## src/source/udp_rx_pkg.sv

```systemverilog
package udp_rx_pkg;

    localparam int data_w       = 128;
    localparam int data_bytes_w = 4;   // log2 of the bytes in one beat.
    localparam int xy_w         = 4;
    localparam int fbits_w      = 4;
    localparam int ip_w         = 32;

    // The UDP length field counts its own 8-byte header.
    localparam logic [15:0] udp_hdr_bytes   = 16'd8;
    localparam logic [7:0]  msg_type_udp_rx = 8'h0c;

    typedef struct packed {
        logic [15:0] src_port;
        logic [15:0] dst_port;
        logic [15:0] length;
        logic [15:0] checksum;
    } udp_pkt_hdr;

    typedef struct packed {
        logic [15:0] packet_id;
        logic [15:0] timestamp;
    } pkt_stamp;

    typedef struct packed {
        logic [xy_w-1:0]    x_coord;
        logic [xy_w-1:0]    y_coord;
        logic [fbits_w-1:0] fbits;
    } noc_dest;

    // One slot of the port table.
    typedef struct packed {
        logic        valid;
        logic [15:0] port;
        noc_dest     dest;
    } port_entry;

    typedef struct packed {
        noc_dest            dst;
        logic [xy_w-1:0]    src_x;
        logic [xy_w-1:0]    src_y;
        logic [fbits_w-1:0] src_fbits;
        logic [7:0]         msg_len;        // Flits after the header.
        logic [7:0]         msg_type;
        logic [15:0]        packet_id;
        logic [15:0]        timestamp;
        logic [3:0]         metadata_flits;
        logic [51:0]        padding;
    } noc_hdr_flit;

    typedef struct packed {
        logic [ip_w-1:0] src_ip;
        logic [ip_w-1:0] dst_ip;
        logic [15:0]     src_port;
        logic [15:0]     dst_port;
        logic [15:0]     data_length;
        logic [15:0]     timestamp;
    } udp_meta_flit;

    typedef enum logic [2:0] {st_idle, st_hdr, st_meta, st_data, st_drop} ctrl_state;

    typedef enum logic [1:0] {sel_hdr, sel_meta, sel_data} flit_sel;

endpackage

```

## src/source/port_table.sv

```systemverilog
module port_table #(
     parameter int table_entries = 8
)(
     input  logic                              clk
    ,input  logic                              rst

    ,input  logic                              cfg_valid
    ,input  logic [$clog2(table_entries)-1:0]  cfg_index
    ,input  udp_rx_pkg::port_entry             cfg_entry

    ,input  logic [15:0]                       lookup_port
    ,output logic                              hit
    ,output udp_rx_pkg::noc_dest               dest
);

    udp_rx_pkg::port_entry slots [table_entries];

    // Software writes a slot by index; a write is visible on the next cycle.
    always_ff @(posedge clk) begin
        if (rst) begin
            for (int i = 0; i < table_entries; i++) begin
                slots[i] <= '0;
            end
        end
        else if (cfg_valid) begin
            slots[cfg_index] <= cfg_entry;
        end
    end

    // Every valid slot is compared at once.
    // The first match in index order wins, so duplicates resolve to the lowest slot.
    always_comb begin
        hit  = 1'b0;
        dest = '0;
        for (int i = 0; i < table_entries; i++) begin
            if (!hit && slots[i].valid && (slots[i].port == lookup_port)) begin
                hit  = 1'b1;
                dest = slots[i].dest;
            end
        end
    end

    // Software must stay inside the table.
    cfg_index_in_range: assert property (
        @(posedge clk) disable iff (rst)
        cfg_valid |-> (int'(cfg_index) < table_entries)
    ) else $error("port_table: cfg_index %0d out of range", cfg_index);

endmodule

```

## src/source/udp_rx_noc_out.sv

```systemverilog
module udp_rx_noc_out #(
     parameter int src_x         = 1
    ,parameter int src_y         = 2
    ,parameter int table_entries = 8
)(
     input  logic                                  clk
    ,input  logic                                  rst

    ,input  logic                                  hdr_valid
    ,input  logic [udp_rx_pkg::ip_w-1:0]           src_ip
    ,input  logic [udp_rx_pkg::ip_w-1:0]           dst_ip
    ,input  udp_rx_pkg::udp_pkt_hdr                udp_hdr
    ,input  udp_rx_pkg::pkt_stamp                  stamp

    ,input  logic                                  beat_valid
    ,input  logic [udp_rx_pkg::data_w-1:0]         beat_data
    ,input  logic                                  beat_last
    ,input  logic [udp_rx_pkg::data_bytes_w-1:0]   beat_padbytes

    ,input  logic                                  cfg_valid
    ,input  logic [$clog2(table_entries)-1:0]      cfg_index
    ,input  udp_rx_pkg::port_entry                 cfg_entry

    ,output logic                                  flit_valid
    ,output logic [udp_rx_pkg::data_w-1:0]         flit
    ,output logic [15:0]                           drop_count
);

    logic                 hit;
    udp_rx_pkg::noc_dest  dest;
    logic [15:0]          lookup_port;
    logic                 store;
    udp_rx_pkg::flit_sel  sel;
    logic                 dly_valid;
    logic                 dly_last;
    logic                 no_data;

    port_table #(
         .table_entries (table_entries)
    ) port_table_inst (
         .clk           (clk)
        ,.rst           (rst)
        ,.cfg_valid     (cfg_valid)
        ,.cfg_index     (cfg_index)
        ,.cfg_entry     (cfg_entry)
        ,.lookup_port   (lookup_port)
        ,.hit           (hit)
        ,.dest          (dest)
    );

    udp_rx_noc_out_ctrl ctrl_inst (
         .clk           (clk)
        ,.rst           (rst)
        ,.hdr_valid     (hdr_valid)
        ,.hit           (hit)
        ,.no_data       (no_data)
        ,.dly_valid     (dly_valid)
        ,.dly_last      (dly_last)
        ,.store         (store)
        ,.sel           (sel)
        ,.flit_valid    (flit_valid)
        ,.drop_count    (drop_count)
    );

    udp_rx_noc_out_datap #(
         .src_x         (src_x)
        ,.src_y         (src_y)
    ) datap_inst (
         .clk           (clk)
        ,.rst           (rst)
        ,.src_ip        (src_ip)
        ,.dst_ip        (dst_ip)
        ,.udp_hdr       (udp_hdr)
        ,.stamp         (stamp)
        ,.beat_valid    (beat_valid)
        ,.beat_data     (beat_data)
        ,.beat_last     (beat_last)
        ,.beat_padbytes (beat_padbytes)
        ,.store         (store)
        ,.sel           (sel)
        ,.lookup_port   (lookup_port)
        ,.dest          (dest)
        ,.flit          (flit)
        ,.dly_valid     (dly_valid)
        ,.dly_last      (dly_last)
        ,.no_data       (no_data)
    );

endmodule

```

## src/source/udp_rx_noc_out_ctrl.sv

```systemverilog
module udp_rx_noc_out_ctrl (
     input  logic                 clk
    ,input  logic                 rst

    ,input  logic                 hdr_valid
    ,input  logic                 hit
    ,input  logic                 no_data
    ,input  logic                 dly_valid
    ,input  logic                 dly_last

    ,output logic                 store
    ,output udp_rx_pkg::flit_sel  sel
    ,output logic                 flit_valid
    ,output logic [15:0]          drop_count
);

    udp_rx_pkg::ctrl_state state;
    udp_rx_pkg::ctrl_state state_next;

    assign store = hdr_valid && (state == udp_rx_pkg::st_idle);

    always_ff @(posedge clk) begin
        if (rst) begin
            state <= udp_rx_pkg::st_idle;
        end
        else begin
            state <= state_next;
        end
    end

    always_comb begin
        state_next = state;
        case (state)
            udp_rx_pkg::st_idle: begin
                if (hdr_valid) begin
                    state_next = hit ? udp_rx_pkg::st_hdr : udp_rx_pkg::st_drop;
                end
            end
            udp_rx_pkg::st_hdr: begin
                state_next = udp_rx_pkg::st_meta;
            end
            udp_rx_pkg::st_meta: begin
                state_next = no_data ? udp_rx_pkg::st_idle : udp_rx_pkg::st_data;
            end
            udp_rx_pkg::st_data: begin
                if (dly_valid && dly_last) begin
                    state_next = udp_rx_pkg::st_idle;
                end
            end
            udp_rx_pkg::st_drop: begin
                // Beats of a dropped datagram still pass the delay line and are ignored.
                if (no_data || (dly_valid && dly_last)) begin
                    state_next = udp_rx_pkg::st_idle;
                end
            end
            default: begin
                state_next = udp_rx_pkg::st_idle;
            end
        endcase
    end

    always_comb begin
        case (state)
            udp_rx_pkg::st_hdr:  sel = udp_rx_pkg::sel_hdr;
            udp_rx_pkg::st_meta: sel = udp_rx_pkg::sel_meta;
            default:             sel = udp_rx_pkg::sel_data;
        endcase
    end

    assign flit_valid = (state == udp_rx_pkg::st_hdr)
                     || (state == udp_rx_pkg::st_meta)
                     || ((state == udp_rx_pkg::st_data) && dly_valid);

    always_ff @(posedge clk) begin
        if (rst) begin
            drop_count <= '0;
        end
        else if (store && !hit) begin
            drop_count <= drop_count + 16'd1; // Counted as the miss is seen.
        end
    end

    // The formatter spaces datagrams so a header never lands mid-message.
    hdr_only_in_idle: assert property (
        @(posedge clk) disable iff (rst)
        hdr_valid |-> (state == udp_rx_pkg::st_idle)
    ) else $error("udp_rx_noc_out_ctrl: header strobe outside idle");

    // Beats are two cycles late, so none can reach control before the metadata flit.
    no_beat_before_meta: assert property (
        @(posedge clk) disable iff (rst)
        dly_valid |-> !(state inside {udp_rx_pkg::st_idle, udp_rx_pkg::st_hdr})
    ) else $error("udp_rx_noc_out_ctrl: delayed beat in state %s", state.name());

endmodule

```

## src/source/udp_rx_noc_out_datap.sv

```systemverilog
module udp_rx_noc_out_datap #(
     parameter int src_x = 0
    ,parameter int src_y = 0
)(
     input  logic                                  clk
    ,input  logic                                  rst

    ,input  logic [udp_rx_pkg::ip_w-1:0]           src_ip
    ,input  logic [udp_rx_pkg::ip_w-1:0]           dst_ip
    ,input  udp_rx_pkg::udp_pkt_hdr                udp_hdr
    ,input  udp_rx_pkg::pkt_stamp                  stamp

    ,input  logic                                  beat_valid
    ,input  logic [udp_rx_pkg::data_w-1:0]         beat_data
    ,input  logic                                  beat_last
    ,input  logic [udp_rx_pkg::data_bytes_w-1:0]   beat_padbytes

    ,input  logic                                  store
    ,input  udp_rx_pkg::flit_sel                   sel

    ,output logic [15:0]                           lookup_port
    ,input  udp_rx_pkg::noc_dest                   dest

    ,output logic [udp_rx_pkg::data_w-1:0]         flit
    ,output logic                                  dly_valid
    ,output logic                                  dly_last
    ,output logic                                  no_data
);

    localparam logic [udp_rx_pkg::fbits_w-1:0] src_fbits = 4'h1; // Packet interface endpoint.
    localparam int beat_bytes = udp_rx_pkg::data_w / 8;

    logic [udp_rx_pkg::ip_w-1:0] src_ip_q;
    logic [udp_rx_pkg::ip_w-1:0] dst_ip_q;
    udp_rx_pkg::udp_pkt_hdr      udp_hdr_q;
    udp_rx_pkg::pkt_stamp        stamp_q;
    udp_rx_pkg::noc_dest         dest_q;

    logic [15:0] payload_len;
    logic [16:0] payload_round;
    logic [7:0]  msg_len;

    udp_rx_pkg::noc_hdr_flit  hdr_flit;
    udp_rx_pkg::udp_meta_flit meta_flit;

    logic                                valid_s1;
    logic                                last_s1;
    logic [udp_rx_pkg::data_w-1:0]       data_s1;
    logic [udp_rx_pkg::data_bytes_w-1:0] pad_s1;
    logic                                valid_s2;
    logic                                last_s2;
    logic [udp_rx_pkg::data_w-1:0]       data_s2;
    logic [udp_rx_pkg::data_bytes_w-1:0] pad_s2;
    logic [udp_rx_pkg::data_w-1:0]       masked_data;

    // The table sees the arriving header in the same cycle as the strobe.
    assign lookup_port = udp_hdr.dst_port;

    always_ff @(posedge clk) begin
        if (store) begin
            src_ip_q  <= src_ip;
            dst_ip_q  <= dst_ip;
            udp_hdr_q <= udp_hdr;
            stamp_q   <= stamp;
            dest_q    <= dest; // Keeps the route even if the slot is rewritten later.
        end
    end

    assign payload_len   = udp_hdr_q.length - udp_rx_pkg::udp_hdr_bytes;
    assign payload_round = {1'b0, payload_len} + 17'd15;
    assign msg_len       = payload_round[udp_rx_pkg::data_bytes_w +: 8] + 8'd1;
    assign no_data       = (udp_hdr_q.length == udp_rx_pkg::udp_hdr_bytes);

    always_comb begin
        hdr_flit                = '0;
        hdr_flit.dst            = dest_q;
        hdr_flit.src_x          = src_x[udp_rx_pkg::xy_w-1:0];
        hdr_flit.src_y          = src_y[udp_rx_pkg::xy_w-1:0];
        hdr_flit.src_fbits      = src_fbits;
        hdr_flit.msg_len        = msg_len; // One metadata flit plus the data flits.
        hdr_flit.msg_type       = udp_rx_pkg::msg_type_udp_rx;
        hdr_flit.packet_id      = stamp_q.packet_id;
        hdr_flit.timestamp      = stamp_q.timestamp;
        hdr_flit.metadata_flits = 4'd1;
    end

    always_comb begin
        meta_flit             = '0;
        meta_flit.src_ip      = src_ip_q;
        meta_flit.dst_ip      = dst_ip_q;
        meta_flit.src_port    = udp_hdr_q.src_port;
        meta_flit.dst_port    = udp_hdr_q.dst_port;
        meta_flit.data_length = payload_len;
        meta_flit.timestamp   = stamp_q.timestamp;
    end

    // Two-stage delay line that holds the beats back behind the header and metadata flits.
    always_ff @(posedge clk) begin
        if (rst) begin
            valid_s1 <= 1'b0;
            valid_s2 <= 1'b0;
        end
        else begin
            valid_s1 <= beat_valid;
            valid_s2 <= valid_s1;
        end
    end

    always_ff @(posedge clk) begin
        last_s1 <= beat_last;
        data_s1 <= beat_data;
        pad_s1  <= beat_padbytes;
        last_s2 <= last_s1;
        data_s2 <= data_s1;
        pad_s2  <= pad_s1;
    end

    assign dly_valid = valid_s2;
    assign dly_last  = valid_s2 && last_s2;

    // Pad bytes sit at the top of the last beat.
    always_comb begin
        masked_data = data_s2;
        if (last_s2) begin
            for (int i = 0; i < beat_bytes; i++) begin
                if (i >= beat_bytes - int'(pad_s2)) begin
                    masked_data[8*i +: 8] = 8'h00;
                end
            end
        end
    end

    always_comb begin
        case (sel)
            udp_rx_pkg::sel_hdr:  flit = hdr_flit;
            udp_rx_pkg::sel_meta: flit = meta_flit;
            default:              flit = masked_data;
        endcase
    end

endmodule

```

## config.mk

```make
export PLATFORM = sky130hd
export DESIGN_NAME = udp_rx_noc_out
export DESIGN_NICKNAME = d
export VERILOG_FILES = /design/src/source/udp_rx_pkg.sv /design/src/source/port_table.sv /design/src/source/udp_rx_noc_out.sv /design/src/source/udp_rx_noc_out_ctrl.sv /design/src/source/udp_rx_noc_out_datap.sv
export SDC_FILE = /design/constraint.sdc
export NUM_CORES = 1
export LEC_CHECK = 0
export BUFFER_PORTS_ARGS = -buffer_cell sky130_fd_sc_hd__buf_2
export CAP_MARGIN = 10
export CORE_ASPECT_RATIO = 2
export CORE_MARGIN = 5
export CORE_UTILIZATION = 49
export DETAILED_ROUTE_END_ITERATION = 16
export GPL_TIMING_DRIVEN = 1
export PLACE_DENSITY = 0.85
export SETUP_SLACK_MARGIN = 0.15
export SYNTH_ARGS = -nofsm -noshare
export SYNTH_HDL_FRONTEND = slang
export SYNTH_SLANG_ARGS = --single-unit
```

## constraint.sdc

```tcl
create_clock -name clk -period 5.9 [get_ports clk]
set_input_delay 1.18 -clock clk [delete_from_list [all_inputs] [get_ports clk]]
set_output_delay 1.18 -clock clk [all_outputs]
set_load 0.02 [all_outputs]
```

== Word-level counts from Yosys, hierarchy flattened ==
Memories as Yosys holds them, arrays and structs flattened.
Cells that the tools add are included.
Word-level totals
  flip-flop bits (word level): 443
  latch bits: 0
  memory bits (writable): 232
  bits in read-only memories: 0
  logic and storage cells: 143
  memories: 1
Operators by class
  add/subtract/negate cells: 5
  multiply operators: 0
  divide/modulo/power cells: 0
  order comparisons: 16
  eq/ne operators: 17
  shift-type cells: 0
  mux-type cells: 49
  bitwise gates (word level): 0
  reductions and logical operators: 35
Memories
  port_table_inst.slots: words 8, bits a word 29, read ports 8, clocked after Yosys merged registers in 0, wr ports 8, RTL line port_table.sv:16  | udp_rx_pkg::port_entry slots [table_entries];
Operators by type and width (count)
  5-bit by 32-bit greater-or-equal comparator with 1-bit output (first input constant): 8
  128-bit case mux with 2 select lines: 1
  16-bit equality test: 8
  4-bit by 32-bit greater-or-equal comparator with 1-bit output (first input constant): 4
  128-bit two-way mux: 1
  8-bit two-way mux: 16
  12-bit two-way mux: 8
  3-bit by 32-bit greater-or-equal comparator with 1-bit output (first input constant): 2
  1-bit by 32-bit greater-or-equal comparator with 1-bit output (first input constant): 1
  2-bit by 32-bit greater-or-equal comparator with 1-bit output (first input constant): 1
  29-bit two-way mux: 1
  29-bit OR reduction: 1
  1-bit logical AND: 20
  16-bit by 1-bit adder with 16-bit output (second input constant): 1
  16-bit by 4-bit equality test with 1-bit output (second input constant): 1
  16-bit by 4-bit subtractor with 16-bit output (second input constant): 1
  3-bit two-way mux: 5
  3-bit case mux with 5 select lines: 1
  1-bit two-way mux: 14
  12-bit by 4-bit adder with 12-bit output (second input constant): 1
  8-bit by 1-bit adder with 8-bit output (second input constant): 1
  1-bit zero test: 8
  3-bit by 2-bit equality test with 1-bit output (second input constant): 2
  5-bit by 4-bit subtractor with 6-bit output (first input constant): 1
  11 further kinds: 14

== Depth between registers and ports, before layout ==
Gate-level depths: netlist of the first run.
An unclocked memory read counts as a cell.
  word-level depth: 35
  mapped depth: 11

== Modules after synthesis ==
From an unflattened synthesis of the first run, not the netlist that was laid out.
Second synthesis, totals
  cell total of the unflattened synthesis: 1852
  area total of the unflattened synthesis: 25366.8 µm²
By module, submodules not included
  udp_rx_noc_out_datap: instances 1, cells an instance 854, area each 13003.7 µm²
  port_table: instances 1, cells an instance 882, area each 11362.1 µm²
  udp_rx_noc_out_ctrl: instances 1, cells an instance 116, area each 1001.0 µm²

== Worst setup path after synthesis of the first run ==
Ideal clock, no wire load.
  path kind: input to register
  start: in hdr_valid
  end: reg ctrl_inst.drop_count[10]
  setup time: 0.071 ns
  data arrival time: 5.854 ns
  path slack: -0.025 ns
  cell stages on the path: 7
  path buffers: 1
  cell sequence: nand3b_1 -> inv_1 -> nand2b_1 -> or3_1 -> clkbuf_1 -> or4_1 -> a21oi_1
Between the ends
  word-level cells in the longest chain between the ends: 2
Ends and longest elaborated chain
  start, declared: RTL line udp_rx_noc_out.sv:9  | ,input logic hdr_valid
  1-bit logical AND: RTL line udp_rx_noc_out_ctrl.sv:20  | assign store = hdr_valid && (state == udp_rx_pkg::st_idle);
  via ctrl_inst.store: RTL line udp_rx_noc_out_ctrl.sv:11  | ,output logic store
  1-bit logical AND: RTL line udp_rx_noc_out_ctrl.sv:78  | else if (store && !hit) begin
  end signal, assigned: RTL line udp_rx_noc_out_ctrl.sv:79  | drop_count <= drop_count + 16'd1;
  end, declared: RTL line udp_rx_noc_out_ctrl.sv:14  | ,output logic [15:0] drop_count
The timed path passes the listed nets, and every way through them passes these cells.
A chain may end at the register's enable or synchronous reset.

== Final worst setup path of the first run ==
  start: reg datap_inst.udp_hdr_q[19] (netlist name)
  end: out flit[103] (netlist name)
Between the ends
  word-level cells in the longest chain between the ends: 4
Ends and longest elaborated chain
  start, declared: RTL line udp_rx_noc_out_datap.sv:35  | udp_rx_pkg::udp_pkt_hdr udp_hdr_q;
  start signal, assigned: RTL line udp_rx_noc_out_datap.sv:63  | udp_hdr_q <= udp_hdr;
  16-bit by 4-bit subtractor with 16-bit output: RTL line udp_rx_noc_out_datap.sv:69  | assign payload_len = udp_hdr_q.length - udp_rx_pkg::udp_hdr_bytes;
  12-bit by 4-bit adder with 12-bit output: RTL line udp_rx_noc_out_datap.sv:70  | assign payload_round = {1'b0, payload_len} + 17'd15;
  8-bit by 1-bit adder with 8-bit output: RTL line udp_rx_noc_out_datap.sv:71  | assign msg_len = payload_round[udp_rx_pkg::data_bytes_w +: 8] + 8'd1;
  128-bit case mux with 2 select lines: RTL line udp_rx_noc_out_datap.sv:134  | case (sel)
  end, declared: RTL line udp_rx_noc_out.sv:25  | ,output logic [udp_rx_pkg::data_w-1:0] flit
No other way between the ends.

==> key figures, run 1 <==
Status
  – Run status: completed

Synth
  – Post-synthesis compound-gate area fraction: 0.0775
  – Area leader, netlist: edfxtp_1
  – Yosys reg bits: around 680
  – Top FF cell, synth: edfxtp_1
  – Asr flop ratio synth: 0
  – Synth Area in XOR/XNOR: 0.0574
  – Top cells by area, synth: edfxtp_1 (48%), dfxtp_1 (24%), and2_1 (6.1%), xnor2_1 (3.4%), xor2_1 (2.3%)
  – Mux share of post-synthesis cell area: 0.000412
  – Syn avg cell area: 14.0 um2
  – Synth Area in Simple Gates: 0.118
  – Largest family of logic cells by synthesized area: simple AND/OR/NAND/NOR gates
  – Yosys cell types: 60
  – Syn nets: 2076
  – Adder-cell share of the synthesized area: 0.00515
  – Seq/Total Area, Yosys: 0.717
  – Post-Syn Instances: approximately 1700
  – Cell Area, Synth: 24300 um2
  – Number of enable flip-flop cells after synthesis: around 390
  – Yosys top cell area share: 0.480
  – Yosys warns: 0

Cells and area
  – Final nets: around 2500
  – Layout area overhead: 20.2%
  – Leading cell type in the layout, fill and taps excluded: buf_2
  – Post-Layout Cell Count: between 2000 and 3000
  – Fill cells: 3709
  – Most frequent cells in the layout: buf_2 (458), edfxtp_1 (388), dfxtp_1 (287), and2_1 (235), xnor2_1 (95)
  – Final core area utilization: 0.593
  – Share of cells above drive strength 1: 0.271

Power
  – Logic pwr share: 0.107
  – Sequential share of power: 0.525
  – Sw Ratio: 0.245
  – P_leak: 11.8 nW
  – Overall Power: 10.3 mW
  – NetSw: ~2.5 mW
  – Pint: between 7 and 8 mW
  – Clock power share: 0.368
  – Pwr dens: 354 nW/um2
  – Peak supply drop: roughly 0.27 mV

Placed design
  – GPL Wtd Cong: 0.945
  – Cell count after placement: between 2000 and 3000
  – DP HPWL: between 40000 and 50000 um
  – Port-buffer cells: 458

CTS
  – Root buffer cell: clkbuf_16
  – Num Clock Sinks: 675
  – Max clock buf depth: 3
  – Post-CTS Resized: 0
  – Worst skew pair latency: between 600 and 700 ps
  – CTS tree: done
  – CTS Hold Bufs: 0
  – Post-CTS setup buffers: 0
  – H-tree levels: 2
  – TritonCTS Buffers: 55
  – Worst-path clk slew: 70 ps

Hold path
  – Hold Path Class: flop to flop

STA
  – Slew Viols, Final: 0
  – Clock skew: between 30 and 40 ps
  – Relative slew slack: 0.247
  – Worst slew pin tran: ~1100 ps
  – RSZ-0062 raised after global routing: false
  – Final Hold Viols: 0
  – Setup TNS: 0 ps
  – Final period utilization: 0.868
  – # setup viols final: 0
  – Crit path time final: 5120 ps
  – Fmax: between 0.15 and 0.2 GHz

Global routing
  – First-pass GRT wire length: ~100000 um
  – Largest net degree at the start of global routing: roughly 120
  – Total global-route track usage: 0.244
  – GRT overflow: 0
  – Initial antenna violation count: 16
  – Number of global-route vias before repair: 16900

Floorplanning
  – Core area: 49200 um2
  – Initial core utilization: 0.493
  – Die Footprint: 54400 um2
  – Row count: ~120
  – Die Height: between 300 and 400 um
  – Die X-Extent: approximately 170 um
  – Num ports: ~480

Worst setup path
  – Critical path's slowest cell: edfxtp_1
  – Max FO, Critical Path: 7
  – Reg2Reg Setup Slack: 2380 ps
  – Worst EP arrival: just under 4000 ps
  – CP cell instances: inv_1 -> ha_1 -> nor3b_1 -> xor2_1 -> o21ai_0 -> or4_1 -> xnor2_1 -> nor4_1 -> xnor2_1 -> o21ai_0 -> buf_2
  – Critical path endpoint category: output pin
  – Worst Setup Start Kind: flop
  – WS Path Type: flop to output pin
  – CP required: ~4700 ps
  – Critical path's largest stage delay: 510 ps

Routing
  – Drt wl/cell: ~24 um
  – Avg Vias per Cell: 5.60
  – Final wirelength: 69100 um
  – Total number of vias: ~16000
  – Router iterations before antenna repair: 9
  – DRC errors left: 0
  – Iter 0 DRT Violations: between 1500 and 2000
  – Routed Antenna Nets: 0

Run
  – Max cap viols: 0
[metal layers]
metal  track usage  up-vias  routed length (um)
li1              -     7185                   -
met1         0.255     7890               22600
met2         0.451      875               37200
met3        0.0416      246                4810
met4         0.145        6                4490
met5             0        -                  33
[synthesized netlist by cell type (6+ instances only)]
cell        n
buf_4      15
o31ai_1     8
a22oi_1    16
dfxtp_1   287
nand3_1     8
edfxtp_1  388
ha_1       10
a21oi_1    29
xor2_1     64
nand2b_1   12
or3_1       8
o22ai_1     7
inv_1      62
a221oi_1   16
or4_1       6
and2_1    236
nor2_1     61
o21ai_0    32
nand2_1    60
nand4_1    20
or2_2      12
xnor2_1    95
clkbuf_1   63
a22o_1     61
a222oi_1   46
o311ai_0    6
nor3_1     26
nor4_1     28
[cells by family after synthesis]
| family | Yosys count |
|---|---|
| multiplexers | 1 |
| AO/OA/AOI/OAI | 242 |
| AND/OR/NAND/NOR | 505 |
| adder cells (fa/ha/maj) | 10 |
| XOR/XNOR | 159 |
| flip-flops | 675 |
| buffers and inverters | 144 |
[path summary, 6_finish.rpt]
| check | from | to | cells after the start |
|---|---|---|---|
| worst min-delay path | datap_inst.data_s1[106] | datap_inst.data_s2[106] | 0 |
| worst max register to register | port_table_inst.slots[5][25] | datap_inst.dest_q[4] | 9 |
| worst max-delay path | datap_inst.udp_hdr_q[19] | flit[103] | 11 |
| worst min register to register | datap_inst.data_s1[106] | datap_inst.data_s2[106] | 0 |
[worst max-delay path: cells and delay by family (launching register included)]
family          cells  cell delay (ps)
xor+xnor            3              880
fa+ha+maj           1              220
simple gates        3              990
compound gates      2              460
buf+inv             2              320
flops               1              510
[power groups by stage]
stage               registers (mW)  clock network [mW]  logic, mW
finish                        5.43                3.81       1.11
floorplan                     5.49                   0      0.626
detailed placement            5.53                   0       1.10
global placement              5.51                   0       1.07
CTS                           5.43                3.87       1.11
global route                  5.45                4.04       1.18
[state kept, by name, summed over array words and instances (netlist names), 3 cells and up]
register               flops
datap_inst.src_ip_q       32
datap_inst.pad_s1          4
datap_inst.dest_q         12
port_table_inst.slots    232
datap_inst.meta_flit      32
ctrl_inst.drop_count      16
datap_inst.data_s1       128
datap_inst.pad_s2          4
ctrl_inst.state            3
datap_inst.udp_hdr_q      16
datap_inst.hdr_flit       32
datap_inst.data_s2       128
datap_inst.dst_ip_q       32
[cell type report]
class                   count  area [um2]  area share
clock inverters            25         235     0.00806
multi-input cells         917        6330       0.217
flip-flops and latches    675       17400       0.596
inverters                  62         236     0.00810
diodes                     15        37.5     0.00129
well taps                 643         805      0.0276
clock buffers              77        1680      0.0574
repair buffers            480        2470      0.0846
[through the flow]
step                worst slack (ps)  area (um2)  hold WS [ps]
floorplan                       1320       24300           310
global placement                1310       27200           311
detailed placement              1340       27200           312
CTS                              790       29200           326
global route                     379       29200           332
finish                           778       29200           324
(Power assumes the default switching activity.)
==> inputs of run 2 (changes only) <==
- ABC_AREA: unset -> 1
- CORE_UTILIZATION: 49 -> 50
- PLACE_DENSITY: 0.85 -> 0.86
==> run 2 against run 1 <==
Net effect: global-route usage grew 3.4 points; combinational power grew to 2.9 times the previous value; sequential cell count is the same; cell area grew 5.4%; critical path depth shrank 3; routed wire length grew 18%; die area grew 4.4%; largest power group unchanged; highest routed layer unchanged.
==> key figures, run 2 <==
Status
  – Run status: completed (unchanged)

Cells and area
  – Biggest register: port_table_inst.slots (unchanged)
  – Top flop regs: port_table_inst.slots: 232 flops, datap_inst.data_s1: 128 flops, datap_inst.data_s2: 128 flops (unchanged)
  – Post-Layout Cell Count: 3681 (was 2894)
  – Share of cells above drive strength 1: 0.217 (was 0.271)
  – Layout area overhead: 18.7% (was 20.2%)
  – Final nets: 3298 (was 2531)
  – Most frequent cells in the layout: nand2_1 (478), buf_2 (458), nor2_1 (426), edfxtp_1 (388), dfxtp_1 (287) (was buf_2 (458), edfxtp_1 (388), dfxtp_1 (287), and2_1 (235), xnor2_1 (95))
  – Leading cell type in the layout, fill and taps excluded: nand2_1 (was buf_2)
  – Max reg flops: 232 (unchanged)

Synth
  – Syn avg cell area: 10.3 um2 (was 14.0 um2)
  – Area leader, netlist: edfxtp_1 (unchanged)
  – Yosys reg bits: 675 (unchanged)
  – Post-synth top cells: nand2_1 (478), nor2_1 (426), edfxtp_1 (388) (was edfxtp_1 (388), dfxtp_1 (287), and2_1 (236))
  – Top cells by area, synth: edfxtp_1 (45%), dfxtp_1 (22%), nand2_1 (6.9%), nor2_1 (6.2%), inv_1 (3.1%) (was edfxtp_1 (48%), dfxtp_1 (24%), and2_1 (6.1%), xnor2_1 (3.4%), xor2_1 (2.3%))
  – Number of enable flip-flop cells after synthesis: 388 (unchanged)
  – Seq/Total Area, Yosys: 0.671 (was 0.717)
  – Most common cell in the netlist: nand2_1 (was edfxtp_1)
  – Top FF cell, synth: edfxtp_1 (unchanged)
  – Yosys warns: 0 (unchanged)
  – Syn nets: 2847 (was 2076)
  – Cell Area, Synth: 25900 um2 (was 24300 um2)
  – Yosys cell types: 58 (was 60)
  – Asr flop ratio synth: 0 (unchanged)
  – Post-Syn Instances: 2507 (was 1736)
  – Yosys top cell area share: 0.449 (was 0.480)

Power
  – Peak supply drop: 0.372 mV (was 0.266 mV)
  – Overall Power: 12.8 mW (was 10.3 mW)
  – P_leak: 13.4 nW (was 11.8 nW)
  – Pwr dens: 415 nW/um2 (was 354 nW/um2)

Hold path
  – WHS Path Cells: 0 (unchanged)
  – Hold Path Class: flop to flop (unchanged)

Global routing
  – Total global-route track usage: 0.278 (was 0.244)
  – Initial antenna violation count: 17 (was 16)
  – Number of global-route vias before repair: 20200 (was 16900)
  – GRT overflow: 0 (unchanged)
  – First-pass GRT wire length: 118000 um (was 101000 um)
  – Largest net degree at the start of global routing: 88 (was 119)

STA
  – Relative slew slack: 0.277 (was 0.247)
  – RSZ-0062 raised after global routing: false (unchanged)
  – Crit path time final: 4900 ps (was 5120 ps)
  – Worst slew pin tran: 1080 ps (was 1130 ps)
  – Final Hold Viols: 0 (unchanged)
  – Slew Viols, Final: 0 (unchanged)
  – Fmax: 0.204 GHz (was 0.195 GHz)
  – Final period utilization: 0.830 (was 0.868)
  – # setup viols final: 0 (unchanged)
  – Setup TNS: 0 ps (unchanged)
  – Clock skew: 21.3 ps (was 32.6 ps)

CTS
  – Worst skew pair latency: 610 ps (about the same)
  – CTS Hold Bufs: 0 (unchanged)
  – Post-CTS Resized: 0 (unchanged)
  – Root buffer cell: clkbuf_16 (unchanged)
  – TritonCTS Buffers: 56 (was 55)
  – Num Clock Sinks: 675 (unchanged)
  – Post-CTS setup buffers: 0 (unchanged)
  – Worst-path clk slew: 70 ps (about the same)
  – H-tree levels: 2 (unchanged)
  – Max clock buf depth: 3 (unchanged)
  – CTS tree: done (unchanged)

Floorplanning
  – Die X-Extent: 171 um (was 167 um)
  – Initial core utilization: 0.503 (was 0.493)
  – Num ports: 475 (unchanged)
  – Die Footprint: 56800 um2 (was 54400 um2)
  – Core area: 51500 um2 (was 49200 um2)
  – Die Height: 332 um (was 325 um)
  – Row count: 118 (was 115)

Routing
  – DRC errors left: 0 (unchanged)
  – Routed Antenna Nets: 0 (unchanged)
  – Iter 0 DRT Violations: 1811 (was 1845)
  – Avg Vias per Cell: 5.47 (was 5.60)
  – Total number of vias: 20100 (was 16200)
  – Drt wl/cell: 22.2 um (was 23.9 um)
  – Final wirelength: 81900 um (was 69100 um)
  – Router iterations before antenna repair: 6 (was 9)

Worst setup path
  – CP required: 4720 ps (about the same)
  – WS Path Type: flop to output pin (unchanged)
  – Worst Setup Start Kind: flop (unchanged)
  – Worst EP arrival: 3720 ps (was 3940 ps)
  – Max FO, Critical Path: 54 (was 7)
  – Critical path endpoint category: output pin (unchanged)
  – Worst R2R Path Depth: 11 (was 9)

Placed design
  – DP HPWL: 60200 um (was 49500 um)
  – GPL Wtd Cong: 0.969 (was 0.945)
  – Port-buffer cells: 458 (unchanged)
  – Cell count after placement: 3560 (was 2777)

Run
  – Max cap viols: 0 (unchanged)
run 2: kinds of logic (layout without fill, tap and decap cells):
kind of cell,count (synthesis),after routing,synth area share
AND/OR/NAND/NOR,1206,1206,0.199
adder cells (fa/ha/maj),10,10,0.00483
XOR/XNOR,39,39,0.0132
buffers and inverters,332,831,0.0520
flip-flops,675,675,0.671
other,0,15,0
AO/OA/AOI/OAI,245,245,0.0598
run 2: power by group:
group,switching (mW),internal [mW],leakage [nW],total (mW)
sequential,0.201,5.60,6.13,5.80
clock,1.71,2.09,0.947,3.80
combinational,2.31,0.865,6.35,3.18
total,4.22,8.55,13.4,12.8
run 2: path summary, 6_finish.rpt:
kind,slack (ps),to,startpoint
worst min-delay path,320,datap_inst.data_s2[70],datap_inst.data_s1[70]
worst max-delay path,1000,flit[9],ctrl_inst.state[2]
worst max register to register,2860,datap_inst.dest_q[4],port_table_inst.slots[0][26]
worst min register to register,320,datap_inst.data_s2[70],datap_inst.data_s1[70]
run 2: worst max-delay path, cell delays in order, from the launching register on:
cell and delay (ps):
dfxtp_1 450, nor3_2 90, inv_2 560, nand2_1 200, inv_4 550, buf_4 550, nand2_1 290, o22ai_1 180
buf_2 190
run 2: layout make-up:
type                       count  area [um2]
fill                        4107       20800
sequential                   675       17400
multi-input combinational   1500        7190
timing repair buffer         487        2510
clock buffer                  74        1580
inverter                     238         902
tap                          660         826
clock inverter                32         318
antenna                       15        37.5
run 2: per-layer routing:
metal / vias up / GRT usage / wire length (um)
met5: - / 0 / 13
met4: 2 / 0.212 / 7250
met3: 355 / 0.0514 / 7060
met2: 1138 / 0.498 / 42400
met1: 9357 / 0.277 / 25200
li1: 9289 / - / -
run 2: metrics by stage:
stage | worst slack [ps] | utilization | hold WS [ps] | area, um2
after global routing | 796 | 0.597 | 328 | 30800
after CTS | 1010 | 0.596 | 322 | 30700
after floorplan | 451 | - | 310 | 25900
final | 1000 | 0.597 | 319 | 30800
after detailed placement | 1520 | 0.559 | 312 | 28800
after global placement | 1530 | 0.559 | 310 | 28800
